## src/hdl/icb_sram_pkg.sv

```systemverilog
package icb_sram_pkg;

	// ICB bus widths
	localparam int ICB_ADDR_W = 32;
	localparam int ICB_DATA_W = 32;
	localparam int ICB_MASK_W = ICB_DATA_W / 8;

	// word index inside one bank, 1024 words of 4 bytes
	localparam int MEM_ADDR_W = 10;

	// memory map
	localparam int BANK_SEL_BIT = 12; // set selects bank 1
	localparam logic [ICB_ADDR_W-1:0] MAP_LIMIT = 32'h0000_2000; // first unmapped byte

	typedef logic [ICB_ADDR_W-1:0] icb_addr_t;
	typedef logic [ICB_DATA_W-1:0] icb_data_t;
	typedef logic [ICB_MASK_W-1:0] icb_mask_t; // bit i covers byte i
	typedef logic [ICB_ADDR_W-3:0] word_addr_t; // byte address without bits 1:0
	typedef logic [MEM_ADDR_W-1:0] mem_addr_t;

	// target of the one outstanding command in the decoder
	typedef enum logic [1:0]
	{
		ROUTE_IDLE  = 2'd0,
		ROUTE_BANK0 = 2'd1,
		ROUTE_BANK1 = 2'd2,
		ROUTE_ERR   = 2'd3
	} route_e;

endpackage

```

## src/hdl/icb_addr_decoder.sv

```systemverilog
`timescale 1ns/1ps

module icb_addr_decoder (
	input  logic                    s_icb_aclk,
	input  logic                    s_icb_aresetn,

	// upstream port
	input  icb_sram_pkg::icb_addr_t s_icb_cmd_addr,
	input  logic                    s_icb_cmd_read,
	input  icb_sram_pkg::icb_data_t s_icb_cmd_wdata,
	input  icb_sram_pkg::icb_mask_t s_icb_cmd_wmask,
	input  logic                    s_icb_cmd_valid,
	output logic                    s_icb_cmd_ready,
	output icb_sram_pkg::icb_data_t s_icb_rsp_rdata,
	output logic                    s_icb_rsp_err,
	output logic                    s_icb_rsp_valid,
	input  logic                    s_icb_rsp_ready,

	// bank 0 port
	output icb_sram_pkg::icb_addr_t b0_cmd_addr,
	output logic                    b0_cmd_read,
	output icb_sram_pkg::icb_data_t b0_cmd_wdata,
	output icb_sram_pkg::icb_mask_t b0_cmd_wmask,
	output logic                    b0_cmd_valid,
	input  logic                    b0_cmd_ready,
	input  icb_sram_pkg::icb_data_t b0_rsp_rdata,
	input  logic                    b0_rsp_valid,
	output logic                    b0_rsp_ready,

	// bank 1 port
	output icb_sram_pkg::icb_addr_t b1_cmd_addr,
	output logic                    b1_cmd_read,
	output icb_sram_pkg::icb_data_t b1_cmd_wdata,
	output icb_sram_pkg::icb_mask_t b1_cmd_wmask,
	output logic                    b1_cmd_valid,
	input  logic                    b1_cmd_ready,
	input  icb_sram_pkg::icb_data_t b1_rsp_rdata,
	input  logic                    b1_rsp_valid,
	output logic                    b1_rsp_ready
);
	import icb_sram_pkg::*;

	route_e route_q;  // target owing the next response
	route_e sel_route; // target of the command on the bus
	logic   sel_ready;
	logic   slot_free;
	logic   cmd_hs;
	logic   rsp_hs;

	// address classification
	always_comb
	begin
		if (s_icb_cmd_addr >= MAP_LIMIT)
			sel_route = ROUTE_ERR;
		else if (s_icb_cmd_addr[BANK_SEL_BIT])
			sel_route = ROUTE_BANK1;
		else
			sel_route = ROUTE_BANK0;
	end

	always_comb
	begin
		case (sel_route)
			ROUTE_BANK0: sel_ready = b0_cmd_ready;
			ROUTE_BANK1: sel_ready = b1_cmd_ready;
			default:     sel_ready = 1'b1; // error responder never stalls
		endcase
	end

	assign rsp_hs    = s_icb_rsp_valid & s_icb_rsp_ready;
	assign slot_free = (route_q == ROUTE_IDLE) | rsp_hs;

	assign s_icb_cmd_ready = slot_free & sel_ready;
	assign cmd_hs          = s_icb_cmd_valid & s_icb_cmd_ready;

	// payload goes to both banks, valid only to the chosen one
	assign b0_cmd_addr  = s_icb_cmd_addr;
	assign b0_cmd_read  = s_icb_cmd_read;
	assign b0_cmd_wdata = s_icb_cmd_wdata;
	assign b0_cmd_wmask = s_icb_cmd_wmask;
	assign b0_cmd_valid = s_icb_cmd_valid & slot_free & (sel_route == ROUTE_BANK0);

	assign b1_cmd_addr  = s_icb_cmd_addr;
	assign b1_cmd_read  = s_icb_cmd_read;
	assign b1_cmd_wdata = s_icb_cmd_wdata;
	assign b1_cmd_wmask = s_icb_cmd_wmask;
	assign b1_cmd_valid = s_icb_cmd_valid & slot_free & (sel_route == ROUTE_BANK1);

	// one command outstanding across all targets keeps order
	always_ff @(posedge s_icb_aclk or negedge s_icb_aresetn)
	begin
		if (!s_icb_aresetn)
			route_q <= ROUTE_IDLE;
		else if (cmd_hs)
			route_q <= sel_route;
		else if (rsp_hs)
			route_q <= ROUTE_IDLE;
	end

	// response mux
	assign b0_rsp_ready = s_icb_rsp_ready & (route_q == ROUTE_BANK0);
	assign b1_rsp_ready = s_icb_rsp_ready & (route_q == ROUTE_BANK1);

	always_comb
	begin
		case (route_q)
			ROUTE_BANK0:
			begin
				s_icb_rsp_valid = b0_rsp_valid;
				s_icb_rsp_rdata = b0_rsp_rdata;
			end
			ROUTE_BANK1:
			begin
				s_icb_rsp_valid = b1_rsp_valid;
				s_icb_rsp_rdata = b1_rsp_rdata;
			end
			ROUTE_ERR:
			begin
				s_icb_rsp_valid = 1'b1; // answers the cycle after acceptance
				s_icb_rsp_rdata = '0;
			end
			default:
			begin
				s_icb_rsp_valid = 1'b0;
				s_icb_rsp_rdata = '0;
			end
		endcase
	end

	assign s_icb_rsp_err = (route_q == ROUTE_ERR);

endmodule

```

## config.mk

```make
export PLATFORM = sky130hd
export DESIGN_NAME = icb_addr_decoder
export DESIGN_NICKNAME = d
export VERILOG_FILES = /design/src/hdl/icb_sram_pkg.sv /design/src/hdl/icb_addr_decoder.sv
export SDC_FILE = /design/constraint.sdc
export NUM_CORES = 1
export LEC_CHECK = 0
export ABC_AREA = 0
export BUFFER_PORTS_ARGS = -buffer_cell sky130_fd_sc_hd__buf_2
export CELL_PAD_IN_SITES_DETAIL_PLACEMENT = 1
export CELL_PAD_IN_SITES_GLOBAL_PLACEMENT = 2
export CORE_UTILIZATION = 12
export DETAILED_ROUTE_END_ITERATION = 8
export GPL_TIMING_DRIVEN = 0
export MAX_ROUTING_LAYER = met4
export PLACE_DENSITY_LB_ADDON = 0.1
export SYNTH_ARGS = -nofsm -noshare
export SYNTH_HDL_FRONTEND = slang
export SYNTH_SLANG_ARGS = --single-unit
```

## constraint.sdc

```tcl
create_clock -name s_icb_aclk -period 3.15 [get_ports s_icb_aclk]
set_clock_uncertainty 0.2 [all_clocks]
set_input_delay 0 -clock s_icb_aclk [delete_from_list [all_inputs] [get_ports s_icb_aclk]]
set_output_delay 0 -clock s_icb_aclk [all_outputs]
set_load 0.005 [all_outputs]
```

==> impl_metrics.env, run 1 <==
export IMPL_post_dr_wirelength_cell_um=12.8
export IMPL_clkPwrFrac_pct=10.9
export IMPL_worst_skew_pair_late_latency_ns=0.22
export IMPL_r2r_cells=8
export IMPL_critPathArrivalTime_ns=2.51
export IMPL_grt_start_max_net_pins=11
export IMPL_hold_path_startpoint="s_icb_cmd_addr[29]"
export IMPL_fin_util_pct=26.9
export IMPL_period_needed_ns=2.62
export IMPL_vdd_ir_drop_worst_uv=179
export IMPL_power_frac_seq_pct=3.5
export IMPL_flip_flop_count_of_the_largest_register_after_layout=2
export IMPL_worst_path_max_fanout=7
export IMPL_synth_seq_cells=2
export IMPL_holdPathEnd="b1_cmd_addr[29]"
export IMPL_clk_transition_reported_paths_ns=0.03
export IMPL_avgViaCountPerCell=3.72
export IMPL_grt_first_pass_wirelength_mm=14.3
export IMPL_slew_viol_final=0
export IMPL_critical_path_startpoint_type="register"
export IMPL_fin_crit_sh_pct=83.1
export IMPL_cts_root_buf="sky130_fd_sc_hd__clkbuf_16"
export IMPL_ioPinCount=318
export IMPL_regMostFlops="route_q"
export IMPL_timing_reg2reg_setup_slack_ns=0.53
export IMPL_fin_total_pwr_mw=1.75
export IMPL_drive_above_1_share_pct=71.8
export IMPL_power_leakage_nw=2.30
export IMPL_synth_warnings=0
export IMPL_first_pass_iteration_count_of_the_detailed_router=4
export IMPL_synth_top_cells_by_area="sky130_fd_sc_hd__buf_4 56%, sky130_fd_sc_hd__a22oi_1 14%, sky130_fd_sc_hd__nor2b_1 11%, sky130_fd_sc_hd__ha_1 3.4%, sky130_fd_sc_hd__dfrtp_1 2.7%"
export IMPL_switching_share_pct=43.7
export IMPL_timing_setup_critical_path_class="register to register"
export IMPL_worst_slew_margin_rel_pct=67.2
export IMPL_sequential_cell_area_um2=50.0
export IMPL_cts_hold_repair_buffers=56
export IMPL_first_global_vias=2773
export IMPL_initial_core_util_pct=12.2
export IMPL_p_switching_uw=764
export IMPL_post_synth_num_cell_types=22
export IMPL_postSynthNetCount=396
export IMPL_layout_filler_cells=1895
export IMPL_route_vias_total=2848
export IMPL_post_cts_repair_setup_buffers=0
export IMPL_p_comb_share_pct=85.6
export IMPL_post_cts_resized=0
export IMPL_fin_ws_ns=0.534
export IMPL_globalRouteOverflowTotal=0
export IMPL_numCtsBuffers=3
export IMPL_timing_rr_start="route_q[0]"
export IMPL_initialDrtViolationCount=34
export IMPL_syn_avg_cell_area_um2=7.41
export IMPL_fin_hold_ws_ns=0.0820
export IMPL_dpl_worst_slack_ns=1.09
export IMPL_report_final_setup_viol=0
export IMPL_internal_power_uw=986
export IMPL_grt_setup_unrepaired="no"
export IMPL_worstHoldPathType="input port to output port"
export IMPL_report_final_hold_viol_count=0
export IMPL_max_clock_freq_ghz=0.382
export IMPL_multi_input_comb_area_um2=699
export IMPL_number_of_remaining_drc_errors=0
export IMPL_postRouteAntennaNets=0
export IMPL_end_kind="register"
export IMPL_synth_sequential_area_ratio_pct=2.70
export IMPL_reg_largest_list="route_q x2"
export IMPL_die_y_um=126
export IMPL_max_cap_violations=0
export IMPL_cellPowerDensity_nw_per_um2=430
export IMPL_portBuffers=268
export IMPL_placementRows=45
export IMPL_die_width_um=126
export IMPL_wirelength_mm=9.80
export IMPL_synthDominantAreaCellType="sky130_fd_sc_hd__buf_4"
export IMPL_clk_path_buf_depth=2
export IMPL_synth_top_area_share_pct=55.9
export IMPL_global_route_usage_total_pct=11.7
export IMPL_tritoncts_num_sinks=2
export IMPL_status="completed"
export IMPL_total_half_perimeter_wirelength_after_legalization_and_detailed_placement_mm=8.35
export IMPL_worst_ep_required_time_ns=3.05
export IMPL_worstReg2RegEnd="route_q[1]"
export IMPL_layout_area_overhead_vs_synth_pct=120
export IMPL_synth_area_um2=1850
export IMPL_timing_hold_worst_path_depth=3
export IMPL_syn_instance_count=250
export IMPL_place_gp_congestion=0.752
export IMPL_core_area_um2=15100
export IMPL_cts_tree="built"
export IMPL_worst_slew_pin_transition_ns=0.491
export IMPL_design_final_nets=725
export IMPL_antenna_found_initial=1
export IMPL_die_area_um2=15900
export IMPL_cts_htree_levels=1
export IMPL_setup_tns_final_ns=0
==> worst max-delay path, cell delays in order (launching register included) <==
cell and delay, ns:
sky130_fd_sc_hd__dfrtp_1 0.42, sky130_fd_sc_hd__inv_1 0.11, sky130_fd_sc_hd__ha_1 0.22, sky130_fd_sc_hd__buf_6 0.13, sky130_fd_sc_hd__a221o_1 0.37, sky130_fd_sc_hd__a21o_1 0.23, sky130_fd_sc_hd__a22oi_1 0.17, sky130_fd_sc_hd__a31oi_1 0.06
sky130_fd_sc_hd__dlygate4sd3_1 0.58
==> stage by stage <==
step,instances,cell area (um2)
floorplan,250,1850
detailed placement,706,3430
global route,766,4070
CTS,765,4070
finish,766,4070
global placement,706,3430
==> worst max-delay path by stage <==
stage,from,cells after the start,end,slack (ns)
global placement,route_q[0],7,route_q[0],1.10
global route,route_q[0],8,route_q[1],0.37
detailed placement,route_q[0],7,route_q[1],1.09
finish,route_q[0],8,route_q[1],0.53
floorplan,route_q[0],7,route_q[0],1.31
CTS,route_q[0],8,route_q[1],0.52
==> power by group through the flow <==
stage          clock network, mW  registers [mW]  logic (mW)
2_1_floorplan                  0          0.0535       0.839
3_3_place_gp                   0          0.0616        1.45
3_5_place_dp                   0          0.0622        1.44
4_1_cts                    0.195          0.0619        1.54
5_1_grt                    0.196          0.0649        1.67
6_report                   0.191          0.0614        1.50
==> cell families after synthesis <==
| group | Yosys count | synth area share (%) |
|---|---|---|
| flip-flops | 2 | 2.70 |
| AND/OR/NAND/NOR | 49 | 17.6 |
| buffers and inverters | 152 | 59.6 |
| AO/OA/AOI/OAI | 42 | 16.8 |
| adder cells (fa/ha/maj) | 5 | 3.38 |
==> area by class of cell <==
cell class / count / area share [%]
inverters: 3 / 0.277
multi-input cells: 96 / 17.2
plain buffers: 149 / 26.9
diodes: 1 / 0.0615
clock buffers: 3 / 1.85
repair buffers: 324 / 46.8
well taps: 188 / 5.78
flip-flops and latches: 2 / 1.23
==> cells in the final DEF, fill, tap and decap left out, drive strengths merged, types with 3 or more instances in the layout <==
cell type,instances
a22oi,34
a31oi,3
buf,408
clkbuf,12
dlygate4sd3,56
ha,5
inv,3
nand2,3
nor2b,34
nor4,5
==> routing by layer <==
layer,up-vias,share of wire [%],track usage [%]
li1,1360,-,-
met3,6,8.1,2.29
met2,172,57,23.6
met1,1310,34,11.3
met4,0,1.1,2.91
met5,-,0,-
==> Yosys cell counts <==
cell and number:
sky130_fd_sc_hd__buf_6 2, sky130_fd_sc_hd__dfrtp_1 2, sky130_fd_sc_hd__and2_1 2, sky130_fd_sc_hd__a221o_1 1, sky130_fd_sc_hd__clkbuf_1 9, sky130_fd_sc_hd__inv_1 3
sky130_fd_sc_hd__nor4_4 1, sky130_fd_sc_hd__o211ai_1 2, sky130_fd_sc_hd__nand2_1 2, sky130_fd_sc_hd__nand3_1 2, sky130_fd_sc_hd__a31oi_1 3, sky130_fd_sc_hd__nor4_2 1
sky130_fd_sc_hd__ha_1 5, sky130_fd_sc_hd__a21oi_1 1, sky130_fd_sc_hd__a21o_1 1, sky130_fd_sc_hd__nand4_1 1, sky130_fd_sc_hd__a22oi_1 34, sky130_fd_sc_hd__nor2b_1 34
sky130_fd_sc_hd__buf_4 138, sky130_fd_sc_hd__nor4_1 3, sky130_fd_sc_hd__and4_1 2, sky130_fd_sc_hd__nand2_2 1
Power figures use the tool's default switching activity.
==> run 2, diff against run 1 <==
Settings changed: CORE_UTILIZATION 12 to 10.
Clock period 3.15 ns to 2.25 ns, I/O delays scaled along.
==> impl_metrics.env, run 2 (same netlist as run 1, synthesis figures left out) <==
export IMPL_clkPwrFrac_pct=10.6
export IMPL_worstReg2RegEnd="route_q[1]"
export IMPL_initial_core_util_pct=10.2
export IMPL_postRouteAntennaNets=0
export IMPL_internal_power_mw=1.44
export IMPL_hold_path_startpoint="s_icb_cmd_addr[12]"
export IMPL_layout_area_overhead_vs_synth_pct=126
export IMPL_mostFrequentLayoutCell="sky130_fd_sc_hd__buf_2"
export IMPL_place_gp_congestion=0.716
export IMPL_clk_path_buf_depth=2
export IMPL_flip_flop_count_of_the_largest_register_after_layout=2
export IMPL_drive_above_1_share_pct=72.6
export IMPL_post_dr_wirelength_cell_um=12.9
export IMPL_cellPowerDensity_nw_per_um2=618
export IMPL_numCtsBuffers=3
export IMPL_worstHoldPathType="input port to register"
export IMPL_p_switching_mw=1.14
export IMPL_cts_root_buf="sky130_fd_sc_hd__clkbuf_16"
export IMPL_timing_rr_start="route_q[0]"
export IMPL_timing_setup_critical_path_class="register to output port"
export IMPL_total_half_perimeter_wirelength_after_legalization_and_detailed_placement_mm=8.97
export IMPL_power_frac_seq_pct=3.1
export IMPL_layout_filler_cells=2279
export IMPL_clk_transition_reported_paths_ns=0.03
export IMPL_global_route_usage_total_pct=10.7
export IMPL_grt_first_pass_wirelength_mm=15.6
export IMPL_tritoncts_num_sinks=2
export IMPL_timing_reg2reg_setup_slack_ns=0.13
export IMPL_switching_share_pct=44.3
export IMPL_antenna_found_initial=2
export IMPL_most_common_layout_cells="268 x sky130_fd_sc_hd__buf_2, 144 x sky130_fd_sc_hd__buf_4, 57 x sky130_fd_sc_hd__dlygate4sd3_1"
export IMPL_setup_tns_final_ns=0
export IMPL_worst_slew_pin_transition_ns=0.500
export IMPL_worst_skew_pair_late_latency_ns=0.22
export IMPL_fin_total_pwr_mw=2.58
export IMPL_route_vias_total=2837
export IMPL_critical_path_startpoint="route_q[0]"
export IMPL_power_leakage_nw=2.35
export IMPL_cts_tree="built"
export IMPL_fin_crit_sh_pct=97.4
export IMPL_max_clock_freq_ghz=0.456
export IMPL_worst_path_max_fanout=7
export IMPL_die_y_um=138
export IMPL_first_pass_iteration_count_of_the_detailed_router=6
export IMPL_post_layout_nonfiller_instances=815
export IMPL_report_final_hold_viol_count=0
export IMPL_worst_ep_required_time_ns=2.05
export IMPL_failed_checks="DRC"
export IMPL_dp_cells=747
export IMPL_placed_cell_area_um2=3480
export IMPL_crit_end="b0_cmd_valid"
export IMPL_first_global_vias=2942
export IMPL_report_final_setup_viol=0
export IMPL_critPathArrivalTime_ns=1.99
export IMPL_portBuffers=268
export IMPL_core_area_um2=18100
export IMPL_r2r_cells=8
export IMPL_postLayoutCellArea_um2=4180
export IMPL_globalRouteOverflowTotal=0
export IMPL_slew_viol_final=0
export IMPL_die_width_um=138
export IMPL_end_kind="output port"
export IMPL_cts_htree_levels=1
export IMPL_max_cap_violations=0
export IMPL_ioPinCount=318
export IMPL_critical_path_startpoint_type="register"
export IMPL_avgViaCountPerCell=3.48
export IMPL_die_area_um2=19100
export IMPL_grt_start_max_net_pins=11
export IMPL_placementRows=49
export IMPL_wirelength_mm=10.5
export IMPL_regMostFlops="route_q"
export IMPL_p_comb_share_pct=86.3
export IMPL_initialDrtViolationCount=108
export IMPL_period_needed_ns=2.19
export IMPL_reg_largest_list="route_q x2"
export IMPL_number_of_remaining_drc_errors=36
export IMPL_design_final_nets=732
export IMPL_fin_util_pct=23.1
export IMPL_worst_slew_margin_rel_pct=66.7
export IMPL_status="complete, but fails checks"
export IMPL_vdd_ir_drop_worst_uv=257
[run 2: stage by stage]
step / hold slack (ns) / worst slack (ns)
floorplan: -0.496 / 0.409
global placement: -0.414 / 0.189
detailed placement: -0.413 / 0.175
CTS: 0.0478 / 0.0101
global route: 0.0636 / -0.0162
finish: 0.0478 / 0.0589
[run 2: layout make-up]
| class | instances | area (um2) | share of cell area [%] |
|---|---|---|---|
| multi-input cells | 96 | 699 | 16.7 |
| inverters | 3 | 11.3 | 0.269 |
| repair buffers | 331 | 1960 | 46.8 |
| plain buffers | 149 | 1100 | 26.2 |
| clock buffers | 3 | 75.1 | 1.80 |
| well taps | 229 | 287 | 6.85 |
| diodes | 2 | 5.00 | 0.120 |
| flip-flops and latches | 2 | 50.0 | 1.20 |
[run 2: how the worst min path moves through the flow]
stage	end	slack [ns]	depth (start not counted)
2_1_floorplan	route_q[0]	-0.50	0
3_3_place_gp	route_q[0]	-0.41	1
3_5_place_dp	route_q[1]	-0.41	1
4_1_cts	route_q[0]	0.05	4
5_1_grt	route_q[1]	0.06	3
6_report	route_q[0]	0.05	4
[run 2: power groups by stage]
stage | Clock [mW] | Combinational (mW) | Sequential (mW)
floorplan | 0 | 1.17 | 0.0749
global placement | 0 | 2.10 | 0.0862
detailed placement | 0 | 2.09 | 0.0867
CTS | 0.280 | 2.24 | 0.0780
global route | 0.281 | 2.45 | 0.0823
finish | 0.273 | 2.23 | 0.0798
[run 2: per-layer routing]
layer	global-route usage, %	routed length [um]	part of all wire, %	up-vias
met4	1.36	54	0.51	0
li1	-	-	-	1378
met5	-	0	0	-
met3	3.01	1040	9.9	6
met2	21.9	5890	56	178
met1	9.99	3510	33	1275
[run 2: critical path, stage by stage, from the launching register on]
cell                      delay, ns
sky130_fd_sc_hd__dfrtp_1       0.42
sky130_fd_sc_hd__inv_2         0.07
sky130_fd_sc_hd__ha_1          0.21
sky130_fd_sc_hd__buf_6         0.14
sky130_fd_sc_hd__a221o_1       0.38
sky130_fd_sc_hd__a21o_1        0.22
sky130_fd_sc_hd__and4_1        0.20
sky130_fd_sc_hd__buf_2         0.13
[run 2: repair_timing]
action,in CTS,in global routing
endpoints found under the setup margin,4,15
hold endpoints to repair,102,0
hold buffers,57,0
resized for setup,0,8
setup buffers,3,3
pin swaps,0,1
==> run 3, diff against run 2 <==
Settings changed: CAP_MARGIN set to 20, CORE_ASPECT_RATIO set to 0.6.
==> impl_metrics.env, run 3 (same netlist as run 1, synthesis figures left out) <==
export IMPL_status="complete, but fails checks"
export IMPL_failed_checks="hold timing"
export IMPL_globalRouteOverflowTotal=0
export IMPL_max_cap_violations=0
export IMPL_portBuffers=268
export IMPL_grt_first_pass_wirelength_mm=13.9
export IMPL_tritoncts_num_sinks=2
export IMPL_dp_cells=758
export IMPL_grt_util_met1_pct=10.0
export IMPL_fin_hold_ws_ns=-0.00979
export IMPL_fin_total_pwr_mw=2.56
export IMPL_global_route_usage_total_pct=9.38
export IMPL_worst_path_max_fanout=5
export IMPL_route_vias_total=2820
export IMPL_die_y_um=107
export IMPL_slew_viol_final=0
export IMPL_cts_tree="built"
export IMPL_switching_share_pct=43.5
export IMPL_layout_filler_cells=2256
export IMPL_initial_core_util_pct=10.2
export IMPL_critical_path_cell_chain="buf_6 -> ha_2 -> buf_6 -> a221o_1 -> a21o_1 -> and4_1 -> buf_2"
export IMPL_sequential_cell_area_um2=50.0
export IMPL_ioPinCount=318
export IMPL_avgViaCountPerCell=3.42
export IMPL_postRouteAntennaNets=0
export IMPL_vdd_ir_drop_worst_uv=198
export IMPL_end_kind="output port"
export IMPL_p_comb_share_pct=86.5
export IMPL_multi_input_comb_area_um2=704
export IMPL_worst_slew_pin_transition_ns=0.486
export IMPL_drive_above_1_share_pct=73.3
export IMPL_antenna_found_initial=0
export IMPL_layout_area_overhead_vs_synth_pct=127
export IMPL_placementRows=38
export IMPL_post_dr_wirelength_cell_um=11.8
export IMPL_reg_largest_list="route_q x2"
export IMPL_clk_path_buf_depth=2
export IMPL_path_common_cell="sky130_fd_sc_hd__buf_6"
export IMPL_most_common_layout_cells="268 x sky130_fd_sc_hd__buf_2, 144 x sky130_fd_sc_hd__buf_4, 57 x sky130_fd_sc_hd__dlygate4sd3_1"
export IMPL_total_half_perimeter_wirelength_after_legalization_and_detailed_placement_mm=8.14
export IMPL_critical_path_startpoint_type="register"
export IMPL_cts_htree_levels=1
export IMPL_fin_crit_sh_pct=95.8
export IMPL_timing_setup_critical_path_class="register to output port"
export IMPL_power_leakage_nw=2.35
export IMPL_worst_skew_pair_late_latency_ns=0.22
export IMPL_critPathSlowestCell="sky130_fd_sc_hd__dfrtp_1"
export IMPL_first_pass_iteration_count_of_the_detailed_router=4
export IMPL_critPathArrivalTime_ns=1.96
export IMPL_grt_most_used_layer="met2"
export IMPL_timing_reg2reg_setup_slack_ns=0.22
export IMPL_cts_root_buf="sky130_fd_sc_hd__clkbuf_16"
export IMPL_worst_slew_margin_rel_pct=67.6
export IMPL_number_of_remaining_drc_errors=0
export IMPL_place_gp_congestion=0.704
export IMPL_max_clock_freq_ghz=0.464
export IMPL_internal_power_mw=1.45
export IMPL_grt_setup_unrepaired="no"
export IMPL_die_width_um=178
export IMPL_timing_critical_path_slowest_cell_delay_ns=0.40
export IMPL_met3_usage_pct=0.918
export IMPL_clkPwrFrac_pct=10.4
export IMPL_die_area_um2=19100
export IMPL_core_area_um2=18100
export IMPL_worstHoldPathType="input port to register"
export IMPL_crit_end="b1_cmd_valid"
export IMPL_p_switching_mw=1.11
export IMPL_grt_util_met2_pct=18.6
export IMPL_worst_ep_required_time_ns=2.05
export IMPL_regMostFlops="route_q"
export IMPL_clk_transition_reported_paths_ns=0.03
export IMPL_setup_tns_final_ns=0
export IMPL_grt_start_max_net_pins=11
export IMPL_first_global_vias=2856
export IMPL_report_final_setup_viol=0
export IMPL_report_final_hold_viol_count=1
export IMPL_design_final_nets=733
export IMPL_timing_rr_start="route_q[0]"
export IMPL_period_needed_ns=2.16
export IMPL_cellPowerDensity_nw_per_um2=610
export IMPL_placed_cell_area_um2=3490
export IMPL_wirelength_mm=9.73
export IMPL_worstReg2RegEnd="route_q[0]"
export IMPL_post_layout_nonfiller_instances=825
export IMPL_initialDrtViolationCount=66
export IMPL_numCtsBuffers=3
export IMPL_r2r_cells=8
export IMPL_power_frac_seq_pct=3.1
export IMPL_critical_path_startpoint="route_q[0]"
export IMPL_antenna_cells_inserted=0
export IMPL_flip_flop_count_of_the_largest_register_after_layout=2
export IMPL_mostFrequentLayoutCell="sky130_fd_sc_hd__buf_2"
export IMPL_postLayoutCellArea_um2=4210
-- run 3: metal layers --
layer / wire length [um] / share of wire [%]
met2: 5310 / 55
met4: 71 / 0.73
met1: 3670 / 38
met3: 676 / 6.9
met5: 0 / 0
-- run 3: power by group through the flow --
stage               logic (mW)  registers (mW)  clock network (mW)
detailed placement        2.06          0.0875                   0
global placement          2.06          0.0885                   0
CTS                       2.21          0.0770               0.270
global route              2.50          0.0842               0.277
finish                    2.22          0.0793               0.268
floorplan                 1.17          0.0749                   0
-- run 3: final cells by class --
type                    count  share of cell area [%]
inverters                   3                   0.268
flip-flops and latches      2                    1.19
well taps                 240                    7.14
repair buffers            332                    46.8
plain buffers             149                    26.1
clock buffers               3                    1.78
multi-input cells          96                    16.7
-- run 3: worst min path at each step --
stage               slack [ns]          to  depth (start not counted)                from
finish                   -0.01  route_q[0]                          3  s_icb_cmd_addr[14]
global placement         -0.41  route_q[0]                          1       s_icb_aresetn
floorplan                -0.50  route_q[0]                          0       s_icb_aresetn
global route              0.03  route_q[0]                          3  s_icb_cmd_addr[17]
detailed placement       -0.41  route_q[1]                          1       s_icb_aresetn
CTS                      0.008  route_q[0]                          3  s_icb_cmd_addr[17]
-- run 3: what timing repair did --
item / in CTS / in global routing
buffers inserted: 3 / 4
hold buffers: 57 / 0
endpoints found under the setup margin: 2 / 25
resized for setup: 0 / 13
hold endpoints to repair: 102 / 0
pin swaps: 0 / 4
-- run 3: critical path, delay by kind of cell, from the launching register on --
family | cells | cell delay [ns]
DFF | 1 | 0.40
adders and majority gates | 1 | 0.17
buffers and inverters | 3 | 0.37
AOI/OAI and AO/OA | 2 | 0.62
and+or+nand+nor | 1 | 0.17
-- run 3: metrics by stage --
stage	util, %	worst slack, ns
floorplan	-	0.409
global placement	19.3	0.152
detailed placement	19.3	0.123
CTS	23.0	0.0296
global route	23.2	0.00647
finish	23.2	0.0938
